===== config.mk =====
export PLATFORM = sky130hd
export DESIGN_NAME = rom_check_top
export DESIGN_NICKNAME = d
export VERILOG_FILES = /design/src/hw/rom_hash_pkg.sv /design/src/hw/rom_check_pkg.sv /design/src/hw/rom_check_top.sv /design/src/hw/rom_check_fsm.sv /design/src/hw/rom_check_compare.sv /design/src/hw/rom_digest_regs.sv /design/src/hw/rom_hash.sv /design/src/hw/rom_check_counter.sv
export SDC_FILE = /design/constraint.sdc
export NUM_CORES = 2
export LEC_CHECK = 0
export BUFFER_PORTS_ARGS = -buffer_cell sky130_fd_sc_hd__buf_2
export CORE_MARGIN = 8
export CORE_UTILIZATION = 50
export CTS_BUF_LIST = sky130_fd_sc_hd__clkbuf_4
export DETAILED_ROUTE_END_ITERATION = 8
export MAX_ROUTING_LAYER = met4
export PLACE_DENSITY = 0.67
export SLEW_MARGIN = 20
export SYNTH_ARGS = -nofsm -noshare
export SYNTH_HDL_FRONTEND = slang
export SYNTH_SLANG_ARGS = --single-unit

===== constraint.sdc =====
create_clock -name clk_i -period 6.7 [get_ports clk_i]
set_input_delay 1.34 -clock clk_i [delete_from_list [all_inputs] [get_ports clk_i]]
set_output_delay 1.34 -clock clk_i [all_outputs]
set_load 0.02 [all_outputs]

===== src/hw/rom_hash_pkg.sv =====
package rom_hash_pkg;

  // Width of a ROM word and of every digest word
  parameter int unsigned WordW = 32;

  // Left rotation applied after the XOR in each absorb step
  parameter int unsigned RotAmt = 5;

  // Initial chaining values, the last entry below is word 0
  parameter logic [7:0][WordW-1:0] IvWords = {
    32'h5be0cd19, 32'h1f83d9ab, 32'h9b05688c, 32'h510e527f,
    32'ha54ff53a, 32'h3c6ef372, 32'hbb67ae85, 32'h6a09e667
  };

endpackage

===== src/hw/rom_check_pkg.sv =====
package rom_check_pkg;

  // Number of 32-bit words handed to the key consumer
  parameter int unsigned KeyWords = 8;

  // Checker FSM states, listed in the order they are visited
  // RomAhead and HashAhead are the two branches of the race between reading and hashing
  typedef enum logic [2:0] {
    ReadingLow  = 3'd0,
    ReadingHigh = 3'd1,
    RomAhead    = 3'd2,
    HashAhead   = 3'd3,
    Checking    = 3'd4,
    Done        = 3'd5,
    Invalid     = 3'd6
  } fsm_state_e;

  // Result of the integrity check
  typedef struct packed {
    logic done;
    logic good;
  } check_status_t;

  // Computed digest as one block for the key consumer, word 0 in the low bits
  typedef struct packed {
    logic                                          valid;
    logic [KeyWords*rom_hash_pkg::WordW-1:0]       data;
  } key_data_t;

endpackage


===== src/hw/rom_check_top.sv =====
`timescale 1ns/1ps

module rom_check_top #(
  parameter int RomDepth = 64,
  parameter int TopCount = 8
) (
  input  logic                           clk_i,
  input  logic                           rst_ni,
  input  logic [rom_hash_pkg::WordW-1:0] rom_data_i,
  input  logic                           hash_busy_i,
  output logic [$clog2(RomDepth)-1:0]    rom_addr_o,
  output logic                           rom_req_o,
  output rom_check_pkg::check_status_t   status_o,
  output rom_check_pkg::key_data_t       key_o,
  output logic                           bus_select_o,
  output logic                           alert_o
);

  // The key block holds exactly KeyWords digest words and the low region must not be empty
  if (TopCount != rom_check_pkg::KeyWords || RomDepth <= TopCount + 1) begin : g_param_check
    $error("TopCount must equal KeyWords and RomDepth must exceed TopCount plus one");
  end

  logic                                          hash_ready;
  logic                                          hash_done;
  logic                                          hash_absorb;
  logic                                          hash_last;
  logic [TopCount-1:0][rom_hash_pkg::WordW-1:0]  hash_digest;
  logic [TopCount-1:0][rom_hash_pkg::WordW-1:0]  digest;
  logic [TopCount-1:0][rom_hash_pkg::WordW-1:0]  exp_digest;
  logic                                          exp_vld;
  logic [$clog2(TopCount)-1:0]                   exp_idx;

  rom_check_fsm #(
    .RomDepth (RomDepth),
    .TopCount (TopCount)
  ) u_fsm (
    .clk_i         (clk_i),
    .rst_ni        (rst_ni),
    .hash_busy_i   (hash_busy_i),
    .hash_ready_i  (hash_ready),
    .hash_done_i   (hash_done),
    .digest_i      (digest),
    .exp_digest_i  (exp_digest),
    .hash_absorb_o (hash_absorb),
    .hash_last_o   (hash_last),
    .rom_addr_o    (rom_addr_o),
    .rom_req_o     (rom_req_o),
    .exp_vld_o     (exp_vld),
    .exp_idx_o     (exp_idx),
    .status_o      (status_o),
    .key_o         (key_o),
    .bus_select_o  (bus_select_o),
    .alert_o       (alert_o)
  );

  rom_hash #(
    .TopCount (TopCount)
  ) u_hash (
    .clk_i    (clk_i),
    .rst_ni   (rst_ni),
    .busy_i   (hash_busy_i),
    .absorb_i (hash_absorb),
    .word_i   (rom_data_i),
    .last_i   (hash_last),
    .ready_o  (hash_ready),
    .done_o   (hash_done),
    .digest_o (hash_digest)
  );

  // Expected words come straight off the ROM data bus
  rom_digest_regs #(
    .TopCount (TopCount)
  ) u_digest_regs (
    .clk_i        (clk_i),
    .rst_ni       (rst_ni),
    .digest_vld_i (hash_done),
    .digest_i     (hash_digest),
    .exp_vld_i    (exp_vld),
    .exp_idx_i    (exp_idx),
    .exp_word_i   (rom_data_i),
    .digest_o     (digest),
    .exp_digest_o (exp_digest)
  );

endmodule


===== src/hw/rom_check_fsm.sv =====
`timescale 1ns/1ps

module rom_check_fsm #(
  parameter int RomDepth = 64,
  parameter int TopCount = 8
) (
  input  logic                                          clk_i,
  input  logic                                          rst_ni,
  input  logic                                          hash_busy_i,
  input  logic                                          hash_ready_i,
  input  logic                                          hash_done_i,
  input  logic [TopCount-1:0][rom_hash_pkg::WordW-1:0]  digest_i,
  input  logic [TopCount-1:0][rom_hash_pkg::WordW-1:0]  exp_digest_i,
  output logic                                          hash_absorb_o,
  output logic                                          hash_last_o,
  output logic [$clog2(RomDepth)-1:0]                   rom_addr_o,
  output logic                                          rom_req_o,
  output logic                                          exp_vld_o,
  output logic [$clog2(TopCount)-1:0]                   exp_idx_o,
  output rom_check_pkg::check_status_t                  status_o,
  output rom_check_pkg::key_data_t                      key_o,
  output logic                                          bus_select_o,
  output logic                                          alert_o
);

  localparam int AW = $clog2(RomDepth);
  localparam int TAW = $clog2(TopCount);
  localparam logic [AW-1:0] TopStartAddr = AW'(RomDepth - TopCount);

  rom_check_pkg::fsm_state_e state_d;
  rom_check_pkg::fsm_state_e state_q;

  logic          counter_done;
  logic [AW-1:0] counter_read_addr;
  logic          counter_read_req;
  logic [AW-1:0] counter_data_addr;
  logic          counter_data_rdy;
  logic          counter_lnt;
  logic          start_checker_q;
  logic          checker_done;
  logic          checker_good;
  logic          checker_alert;
  logic          data_vld_q;
  logic          in_low;
  logic          in_top;
  logic          in_done;
  logic          done_q;
  logic          fsm_alert;
  logic          ready_mismatch;
  logic          unexpected_counter_change;
  logic [AW-1:0] rel_addr;

  rom_check_counter #(
    .RomDepth (RomDepth),
    .TopCount (TopCount)
  ) u_counter (
    .clk_i       (clk_i),
    .rst_ni      (rst_ni),
    .data_rdy_i  (counter_data_rdy),
    .read_addr_o (counter_read_addr),
    .read_req_o  (counter_read_req),
    .data_addr_o (counter_data_addr),
    .last_low_o  (counter_lnt),
    .done_o      (counter_done)
  );

  rom_check_compare #(
    .TopCount (TopCount)
  ) u_compare (
    .clk_i        (clk_i),
    .rst_ni       (rst_ni),
    .start_i      (start_checker_q),
    .digest_i     (digest_i),
    .exp_digest_i (exp_digest_i),
    .done_o       (checker_done),
    .good_o       (checker_good),
    .alert_o      (checker_alert)
  );

  assign in_low  = (state_q == rom_check_pkg::ReadingLow);
  assign in_top  = (state_q == rom_check_pkg::ReadingHigh) ||
                   (state_q == rom_check_pkg::HashAhead);
  assign in_done = (state_q == rom_check_pkg::Done);

  // Any encoding outside the six working states, Invalid included, raises the alert
  assign fsm_alert = !(state_q inside {rom_check_pkg::ReadingLow, rom_check_pkg::ReadingHigh,
                                       rom_check_pkg::RomAhead, rom_check_pkg::HashAhead,
                                       rom_check_pkg::Checking, rom_check_pkg::Done});

  always_comb begin
    state_d = state_q;
    case (state_q)
      rom_check_pkg::ReadingLow: begin
        // Leave once the hash has taken the last low word
        if (counter_lnt && hash_absorb_o && hash_ready_i) begin
          state_d = rom_check_pkg::ReadingHigh;
        end
      end
      rom_check_pkg::ReadingHigh: begin
        case ({hash_done_i, counter_done})
          2'b01:   state_d = rom_check_pkg::RomAhead;
          2'b10:   state_d = rom_check_pkg::HashAhead;
          2'b11:   state_d = rom_check_pkg::Checking;
          default: state_d = rom_check_pkg::ReadingHigh;
        endcase
      end
      rom_check_pkg::RomAhead: begin
        if (hash_done_i) begin
          state_d = rom_check_pkg::Checking;
        end
      end
      rom_check_pkg::HashAhead: begin
        if (counter_done) begin
          state_d = rom_check_pkg::Checking;
        end
      end
      rom_check_pkg::Checking: begin
        if (checker_done) begin
          state_d = rom_check_pkg::Done;
        end
      end
      rom_check_pkg::Done: begin
        state_d = rom_check_pkg::Done;
      end
      default: begin
        state_d = rom_check_pkg::Invalid;
      end
    endcase

    // Done signals showing up in the wrong state mean the flow was disturbed
    if ((counter_done && in_low) ||
        (hash_done_i && !(state_q inside {rom_check_pkg::ReadingHigh,
                                          rom_check_pkg::RomAhead})) ||
        (checker_done && !(state_q inside {rom_check_pkg::Checking, rom_check_pkg::Done}))) begin
      state_d = rom_check_pkg::Invalid;
    end

    // Every alert also locks the FSM in Invalid
    if (alert_o) begin
      state_d = rom_check_pkg::Invalid;
    end
  end

  always_ff @(posedge clk_i or negedge rst_ni) begin
    if (!rst_ni) begin
      state_q <= rom_check_pkg::ReadingLow;
    end else begin
      state_q <= state_d;
    end
  end

  // Mirrors the counter's data valid, set by a request and cleared when consumed
  always_ff @(posedge clk_i or negedge rst_ni) begin
    if (!rst_ni) begin
      data_vld_q <= 1'b0;
    end else if (counter_read_req) begin
      data_vld_q <= 1'b1;
    end else if (counter_data_rdy) begin
      data_vld_q <= 1'b0;
    end
  end

  // Low words wait for the hash while top words are taken straight away
  assign counter_data_rdy = (in_low && hash_ready_i) || in_top;
  assign hash_absorb_o    = data_vld_q && in_low;
  assign hash_last_o      = counter_lnt;

  // Top words are stored by their offset from the start of the top region
  assign rel_addr  = counter_data_addr - TopStartAddr;
  assign exp_vld_o = data_vld_q && in_top;
  assign exp_idx_o = rel_addr[TAW-1:0];

  // Pulse the compare start on entry to Checking
  always_ff @(posedge clk_i or negedge rst_ni) begin
    if (!rst_ni) begin
      start_checker_q <= 1'b0;
    end else begin
      start_checker_q <= (state_q != rom_check_pkg::Checking) &&
                         (state_d == rom_check_pkg::Checking);
    end
  end

  // The done flag follows the Done state one cycle later
  always_ff @(posedge clk_i or negedge rst_ni) begin
    if (!rst_ni) begin
      done_q <= 1'b0;
    end else begin
      done_q <= in_done;
    end
  end

  // In Done a counter that is no longer finished means the address was tampered with
  assign unexpected_counter_change = in_done && !counter_done;
  // The hash ready must be the inverse of busy
  assign ready_mismatch = hash_ready_i && hash_busy_i;

  assign alert_o = fsm_alert | checker_alert | unexpected_counter_change | ready_mismatch;

  assign rom_addr_o   = counter_read_addr;
  assign rom_req_o    = counter_read_req;
  // The bus gets the ROM back only after a finished check
  assign bus_select_o = done_q;
  assign status_o     = '{done: done_q, good: done_q && checker_good};
  assign key_o        = '{valid: done_q, data: digest_i};

endmodule


===== src/hw/rom_check_compare.sv =====
`timescale 1ns/1ps

module rom_check_compare #(
  parameter int TopCount = 8
) (
  input  logic                                          clk_i,
  input  logic                                          rst_ni,
  input  logic                                          start_i,
  input  logic [TopCount-1:0][rom_hash_pkg::WordW-1:0]  digest_i,
  input  logic [TopCount-1:0][rom_hash_pkg::WordW-1:0]  exp_digest_i,
  output logic                                          done_o,
  output logic                                          good_o,
  output logic                                          alert_o
);

  localparam int TAW = $clog2(TopCount);

  typedef enum logic [1:0] {
    CmpIdle,
    CmpRun,
    CmpDone
  } cmp_state_e;

  cmp_state_e     state_q;
  logic [TAW-1:0] idx_q;
  logic           match_q;
  logic           word_eq;

  // One word pair is compared per cycle
  assign word_eq = (digest_i[idx_q] == exp_digest_i[idx_q]);

  always_ff @(posedge clk_i or negedge rst_ni) begin
    if (!rst_ni) begin
      state_q <= CmpIdle;
      idx_q   <= '0;
      match_q <= 1'b0;
    end else begin
      case (state_q)
        CmpIdle: begin
          if (start_i) begin
            state_q <= CmpRun;
            idx_q   <= '0;
            match_q <= 1'b1;
          end
        end
        CmpRun: begin
          // A single differing word clears the flag for good
          match_q <= match_q & word_eq;
          idx_q   <= idx_q + TAW'(1);
          if (idx_q == TAW'(TopCount - 1)) begin
            state_q <= CmpDone;
          end
        end
        default: begin
          // Terminal, result is held
          state_q <= CmpDone;
        end
      endcase
    end
  end

  assign done_o  = (state_q == CmpDone);
  assign good_o  = done_o && match_q;
  // The check may only be started once
  assign alert_o = start_i && (state_q != CmpIdle);

endmodule


===== src/hw/rom_digest_regs.sv =====
`timescale 1ns/1ps

module rom_digest_regs #(
  parameter int TopCount = 8
) (
  input  logic                                          clk_i,
  input  logic                                          rst_ni,
  input  logic                                          digest_vld_i,
  input  logic [TopCount-1:0][rom_hash_pkg::WordW-1:0]  digest_i,
  input  logic                                          exp_vld_i,
  input  logic [$clog2(TopCount)-1:0]                   exp_idx_i,
  input  logic [rom_hash_pkg::WordW-1:0]                exp_word_i,
  output logic [TopCount-1:0][rom_hash_pkg::WordW-1:0]  digest_o,
  output logic [TopCount-1:0][rom_hash_pkg::WordW-1:0]  exp_digest_o
);

  logic [TopCount-1:0][rom_hash_pkg::WordW-1:0] digest_q;
  logic [TopCount-1:0][rom_hash_pkg::WordW-1:0] exp_q;

  // Computed digest is taken whole on the hash done pulse
  always_ff @(posedge clk_i or negedge rst_ni) begin
    if (!rst_ni) begin
      digest_q <= '0;
    end else if (digest_vld_i) begin
      digest_q <= digest_i;
    end
  end

  // Expected digest is filled one word at a time as the top of ROM streams past
  always_ff @(posedge clk_i or negedge rst_ni) begin
    if (!rst_ni) begin
      exp_q <= '0;
    end else if (exp_vld_i) begin
      exp_q[exp_idx_i] <= exp_word_i;
    end
  end

  assign digest_o     = digest_q;
  assign exp_digest_o = exp_q;

endmodule


===== src/hw/rom_hash.sv =====
`timescale 1ns/1ps

module rom_hash #(
  parameter int TopCount = 8
) (
  input  logic                                          clk_i,
  input  logic                                          rst_ni,
  input  logic                                          busy_i,
  input  logic                                          absorb_i,
  input  logic [rom_hash_pkg::WordW-1:0]                word_i,
  input  logic                                          last_i,
  output logic                                          ready_o,
  output logic                                          done_o,
  output logic [TopCount-1:0][rom_hash_pkg::WordW-1:0]  digest_o
);

  localparam int TAW = $clog2(TopCount);
  localparam int W = rom_hash_pkg::WordW;

  typedef enum logic [1:0] {
    HashAbsorb,
    HashFinal,
    HashHold
  } hash_phase_e;

  hash_phase_e                 phase_q;
  logic [TopCount-1:0][W-1:0]  h_q;
  logic [TopCount-1:0][W-1:0]  h_d;
  logic [W-1:0]                k_q;
  logic [TAW-1:0]              j_q;
  logic [TAW-1:0]              rnd_q;
  logic                        done_q;
  logic                        take;
  logic                        round;
  logic                        last_round;
  logic [W-1:0]                mix_x;
  logic [W-1:0]                mix_rot;

  // The engine stalls whenever the outside marks it busy
  assign ready_o    = !busy_i;
  assign take       = (phase_q == HashAbsorb) && absorb_i && ready_o;
  assign round      = (phase_q == HashFinal) && ready_o;
  assign last_round = round && (rnd_q == TAW'(TopCount - 1));

  // Absorb step on chaining word j = k mod TopCount
  assign mix_x   = h_q[j_q] ^ word_i;
  assign mix_rot = (mix_x << rom_hash_pkg::RotAmt) | (mix_x >> (W - rom_hash_pkg::RotAmt));

  always_comb begin
    h_d = h_q;
    if (take) begin
      h_d[j_q] = mix_rot + k_q;
    end else if (round) begin
      // Words are updated in turn, so the last one sees the new word 0
      for (int i = 0; i < TopCount; i++) begin
        h_d[i] = h_d[i] + h_d[(i + 1) % TopCount];
      end
    end
  end

  always_ff @(posedge clk_i or negedge rst_ni) begin
    if (!rst_ni) begin
      phase_q <= HashAbsorb;
      h_q     <= rom_hash_pkg::IvWords[TopCount-1:0];
      k_q     <= '0;
      j_q     <= '0;
      rnd_q   <= '0;
      done_q  <= 1'b0;
    end else begin
      h_q    <= h_d;
      done_q <= last_round;
      if (take) begin
        k_q <= k_q + W'(1);
        j_q <= (j_q == TAW'(TopCount - 1)) ? '0 : j_q + TAW'(1);
        if (last_i) begin
          phase_q <= HashFinal;
        end
      end
      if (round) begin
        rnd_q <= rnd_q + TAW'(1);
      end
      // After the final round the digest is frozen
      if (last_round) begin
        phase_q <= HashHold;
      end
    end
  end

  assign done_o   = done_q;
  assign digest_o = h_q;

endmodule


===== src/hw/rom_check_counter.sv =====
`timescale 1ns/1ps

module rom_check_counter #(
  parameter int RomDepth = 64,
  parameter int TopCount = 8
) (
  input  logic                        clk_i,
  input  logic                        rst_ni,
  input  logic                        data_rdy_i,
  output logic [$clog2(RomDepth)-1:0] read_addr_o,
  output logic                        read_req_o,
  output logic [$clog2(RomDepth)-1:0] data_addr_o,
  output logic                        last_low_o,
  output logic                        done_o
);

  localparam int AW = $clog2(RomDepth);
  localparam logic [AW-1:0] LastLowAddr = AW'(RomDepth - TopCount - 1);
  localparam logic [AW-1:0] TopAddr = AW'(RomDepth - 1);

  // Address of the word in flight, the request and the returned data share it
  logic [AW-1:0] addr_q;
  logic          req_q;
  logic          vld_q;
  logic          done_q;
  logic          consume;
  logic          at_top;

  // A word is consumed when its data is back and the receiver takes it
  assign consume = vld_q & data_rdy_i;
  assign at_top  = (addr_q == TopAddr);

  always_ff @(posedge clk_i or negedge rst_ni) begin
    if (!rst_ni) begin
      addr_q <= '0;
      req_q  <= 1'b0;
      vld_q  <= 1'b0;
      done_q <= 1'b0;
    end else begin
      // The idle case only occurs right after reset and starts the read of word 0
      // Later reads go out once the previous word has been consumed
      req_q <= (!req_q && !vld_q && !done_q) || (consume && !at_top);
      // Data arrives one cycle after the request and is held until consumed
      if (req_q) begin
        vld_q <= 1'b1;
      end else if (consume) begin
        vld_q <= 1'b0;
      end
      if (consume && !at_top) begin
        addr_q <= addr_q + AW'(1);
      end
      // Done is sticky, nothing restarts the sweep
      if (consume && at_top) begin
        done_q <= 1'b1;
      end
    end
  end

  assign read_addr_o = addr_q;
  assign read_req_o  = req_q;
  assign data_addr_o = addr_q;
  assign last_low_o  = vld_q && (addr_q == LastLowAddr);
  assign done_o      = done_q;

endmodule


==> run summary <==
Worst Path Class, Setup: flip-flop to flip-flop
Cell chosen for the clock root: sky130_fd_sc_hd__clkbuf_4
Yosys top cell area share: 33.3%
Achievable frequency: 0.172 GHz
Maximum number of pins on one net before global-route repair: 171
Initial antenna violation count: 12
Num Clock Sinks: 830
Number of nets produced by synthesis: 5220
Global-route wire length before repair: 280000 um
Number of warnings reported in the yosys synthesis log: 0
Startpoint types: flip-flop
CTS-repair resized insts: 0
Worst-Margin Slew: 1.21 ns
Source of the worst register-to-register timing path: u_hash.j_q[2]$_DFFE_PN0P_
Die Span Y: 339 um
Total power density per cell area: 175 mW/mm^2
Average via count per standard cell: 6.38
Outcome: finished clean
Final setup violation count: 0
Number of CTS-inserted buffers: 226
Worst min-delay path category: input pin to asynchronous set/reset pin
Cells along the critical path: and3b_1 > buf_4 > a22oi_1 > nand4_1 > xor2_1 > ha_1 > inv_1 > fa_1 > nor2b_1 > o21ai_0 > a21boi_0 > o31a_1 > o21ai_2 > o21ai_1 > a311oi_1 > xor2_1 > o21ai_0
Setup_tns: 0 ns
Register-to-register path setup slack: 0.89 ns
Reported leakage power: 27.6 nW
GRT Total Usage: 33.0%
Initial drt markers: 4381
Async set or reset register ratio after synthesis: 100%
Initial standard-cell utilization of the core: 50.3%
Synth unique cells: 96
Area growth from synthesis to layout: 11.6%
Highest Signal Layer: met4
Most used standard cells in the synthesized netlist: sky130_fd_sc_hd__dfrtp_1 (694), sky130_fd_sc_hd__mux2_2 (516), sky130_fd_sc_hd__a21oi_1 (325)
Horizontal extent of the die: 339 um
Data arrival time at the worst-slack endpoint: 6.80 ns
Final global-route overflow total: 0
Io pins: 303
Slowest cell on crit path: sky130_fd_sc_hd__xor2_1
Endpoint of the worst-slack reg-to-reg timing path: u_hash.digest_o[148]$_DFFE_PN0P_
Post-synthesis sequential element count: 830
Hold violation count in the final report: 0
Detailed placement HPWL: 142000 um
Buffers inserted during post-CTS setup optimization: 0
Metal2 WL: 85200 um
Worst clock skew: 0.0986 ns
Wire length on met3: 14300 um
Number of hold-repair buffers added at the cts stage: 0
Residual DRC: 0
Proportion of synthesized chip area in sequential cells: 40.2%
Rows: 118
TritonCTS clock tree: done
Number of pins with negative max-slew slack in the final report: 0
RSZ-0062 raised after global routing: false
Commonest register cell after synthesis: sky130_fd_sc_hd__dfrtp_1
Final weighted congestion in routability-driven placement: 1.00
Clock latency at the later pin of the worst-skew pair: 1.19 ns
Final period utilization: 86.6%
Number of iterations in the first detailed-routing pass: 8
Crit Path Max Fanout: 37
Slowest Stage Delay on Critical Path: 0.73 ns
Net total in the final layout: 5561
Routed wire per std cell: 27.8 um
Post-route total power: 10.2 mW
Minimum period implied by the final worst setup slack: 5.81 ns
Die Area: 0.115 mm^2
Critical path endpoint category: flip-flop
Cell types occupying the most area after synthesis: sky130_fd_sc_hd__dfrtp_1 (33%), sky130_fd_sc_hd__mux2_2 (11%), sky130_fd_sc_hd__ha_1 (7.1%), sky130_fd_sc_hd__dfstp_2 (6.9%), sky130_fd_sc_hd__mux4_2 (5.5%)
CTS clock-pin slew for the worst setup and hold paths: 0.07 ns
Port Buf Inserts: 302
Average size of a mapped cell: 10.7 um^2
Leading area contributor after synthesis: sky130_fd_sc_hd__dfrtp_1
Peak supply drop: 0.123 mV
Ratio of cells with drive above 1 in the final layout: 29.5%
Cells after synthesis: 4881
Post-synthesis cell area: 0.0521 mm^2
Via count of the routed design: 43338
Residual antenna-violating net count after detailed routing: 0
Max-capacitance violation count: 0
Worst Path Required: 7.69 ns
M1 WL: 75900 um
Worst-case reg-to-reg path depth: 17
# H-tree levels: 4
Post-synth EDFFs: 0
Slew headroom: 18.8%
Clk buf depth: 3
Area of the core: 0.103 mm^2
Hold_ws: 0.248 ns
Total detailed-routing wirelength: 189000 um
Number of global-route vias before repair: 41787
Most frequently used cell type in the post-synthesis netlist: sky130_fd_sc_hd__dfrtp_1
-- flip-flops by register name, indices dropped and copies added, names as in the netlist --
| name | count |
|---|---|
| u_fsm.bus_select_o | 1 |
| u_digest_regs.digest_o | 256 |
| u_hash.done_o | 1 |
| u_hash.phase_q | 2 |
| u_hash.k_q | 32 |
| u_hash.j_q | 3 |
| u_fsm.u_counter.read_req_o | 1 |
| u_fsm.u_counter.done_o | 1 |
| u_hash.rnd_q | 3 |
| u_fsm.u_counter.vld_q | 1 |
| u_digest_regs.exp_digest_o | 256 |
| u_fsm.u_compare.match_q | 1 |
| u_fsm.state_q | 3 |
| u_fsm.u_counter.data_addr_o | 6 |
| u_hash.digest_o | 256 |
| u_fsm.data_vld_q | 1 |
| u_fsm.u_compare.state_q | 2 |
| u_fsm.u_compare.idx_q | 3 |
| u_fsm.start_checker_q | 1 |
-- cells in the final DEF (no fill, tap or decap), types with 43 or more instances in the layout --
| master | synthesis | layout |
|---|---|---|
| sky130_fd_sc_hd__a211oi_1 | 74 | 74 |
| sky130_fd_sc_hd__a21o_1 | 128 | 128 |
| sky130_fd_sc_hd__a21oi_1 | 325 | 325 |
| sky130_fd_sc_hd__a221o_1 | 43 | 43 |
| sky130_fd_sc_hd__a22oi_1 | 183 | 183 |
| sky130_fd_sc_hd__a31oi_1 | 44 | 44 |
| sky130_fd_sc_hd__and3_1 | 49 | 49 |
| sky130_fd_sc_hd__buf_2 | 14 | 301 |
| sky130_fd_sc_hd__buf_4 | 2 | 65 |
| sky130_fd_sc_hd__clkbuf_4 | 0 | 333 |
| sky130_fd_sc_hd__clkinv_1 | 0 | 55 |
| sky130_fd_sc_hd__dfrtp_1 | 694 | 691 |
| sky130_fd_sc_hd__dfstp_2 | 136 | 136 |
| sky130_fd_sc_hd__ha_1 | 295 | 295 |
| sky130_fd_sc_hd__inv_1 | 94 | 94 |
| sky130_fd_sc_hd__mux2_2 | 516 | 516 |
| sky130_fd_sc_hd__mux4_2 | 128 | 128 |
| sky130_fd_sc_hd__nand2_1 | 319 | 316 |
| sky130_fd_sc_hd__nand3_1 | 87 | 87 |
| sky130_fd_sc_hd__nand4_1 | 71 | 71 |
| sky130_fd_sc_hd__nor2_1 | 247 | 241 |
| sky130_fd_sc_hd__nor2b_1 | 45 | 45 |
| sky130_fd_sc_hd__nor3_1 | 66 | 61 |
| sky130_fd_sc_hd__o211ai_1 | 44 | 44 |
| sky130_fd_sc_hd__o21ai_0 | 243 | 243 |
| sky130_fd_sc_hd__xnor2_1 | 183 | 182 |
| sky130_fd_sc_hd__xor2_1 | 150 | 149 |
-- layout make-up --
class	count	area [um^2]
Fill cell	9082	45300
Multi-Input combinational cell	3689	29900
Sequential cell	830	21000
Clock buffer	333	2500
Timing Repair Buffer	381	2290
Tap cell	1380	1730
Clock inverter	78	425
Inverter	94	353
Antenna cell	5	12.5
-- per-layer routing --
layer	track usage [%]	vias to the layer above
li1	-	19213
met1	41.1	21538
met2	49.6	2064
met3	6.69	523
met4	19.7	0
met5	-	-
-- worst max-delay path by stage --
| stage | cells past startpoint | endpoint | startpoint | slack, ns |
|---|---|---|---|---|
| 2_1_floorplan | 21 | u_hash.digest_o[255]$_DFFE_PN0P_ | u_hash.digest_o[41]$_DFFE_PN1P_ | 2.26 |
| 3_3_place_gp | 21 | u_hash.digest_o[255]$_DFFE_PN0P_ | u_hash.digest_o[0]$_DFFE_PN1P_ | 1.37 |
| 3_5_place_dp | 17 | u_hash.digest_o[84]$_DFFE_PN0P_ | u_hash.j_q[2]$_DFFE_PN0P_ | 1.30 |
| 4_1_cts | 21 | u_hash.digest_o[255]$_DFFE_PN0P_ | u_hash.digest_o[32]$_DFFE_PN1P_ | 1.25 |
| 5_1_grt | 17 | u_hash.digest_o[24]$_DFFE_PN0P_ | u_hash.j_q[0]$_DFFE_PN0P_ | 0.68 |
| 6_report | 17 | u_hash.digest_o[148]$_DFFE_PN0P_ | u_hash.j_q[2]$_DFFE_PN0P_ | 0.89 |
-- cell families (layout without fill, tap and decap cells) --
logic type	Yosys count	count (layout)	share of synthesized area [%]
adders and majority gates	304	304	7.43
DFF	830	830	40.2
muxes	660	660	17.0
other	0	5	0
buffers and inverters	362	886	2.66
AOI/OAI and AO/OA	1343	1343	17.3
and+or+nand+nor	1048	1048	9.78
xor gates and xnor gates	334	334	5.63
-- per-stage QoR --
step	setup WS [ns]	cell area [um^2]	utilization, %	cells
after floorplan	2.26	52100	-	4881
after global placement	1.37	55200	53.3	6374
after detailed placement	1.30	55200	53.3	6374
after CTS	1.25	58100	56.2	6785
after global routing	0.684	58200	56.2	6790
final	0.895	58200	56.2	6790
-- critical path, delay by kind of cell, from the launching register on --
kind / cells / cell delay (ns)
buf+inv: 2 / 0.55
simple gates: 3 / 0.61
fa+ha+maj: 2 / 0.64
xor+xnor: 2 / 1.07
flops: 1 / 0.60
compound gates: 8 / 2.13
-- where the power goes --
part | leakage, nW | switching, mW | internal, mW
Sequential | 10.8 | 0.0316 | 5.06
Combinational | 15.1 | 0.285 | 0.124
Clock | 1.73 | 2.35 | 2.34
Note: power is estimated with default switching activity, not from simulation.
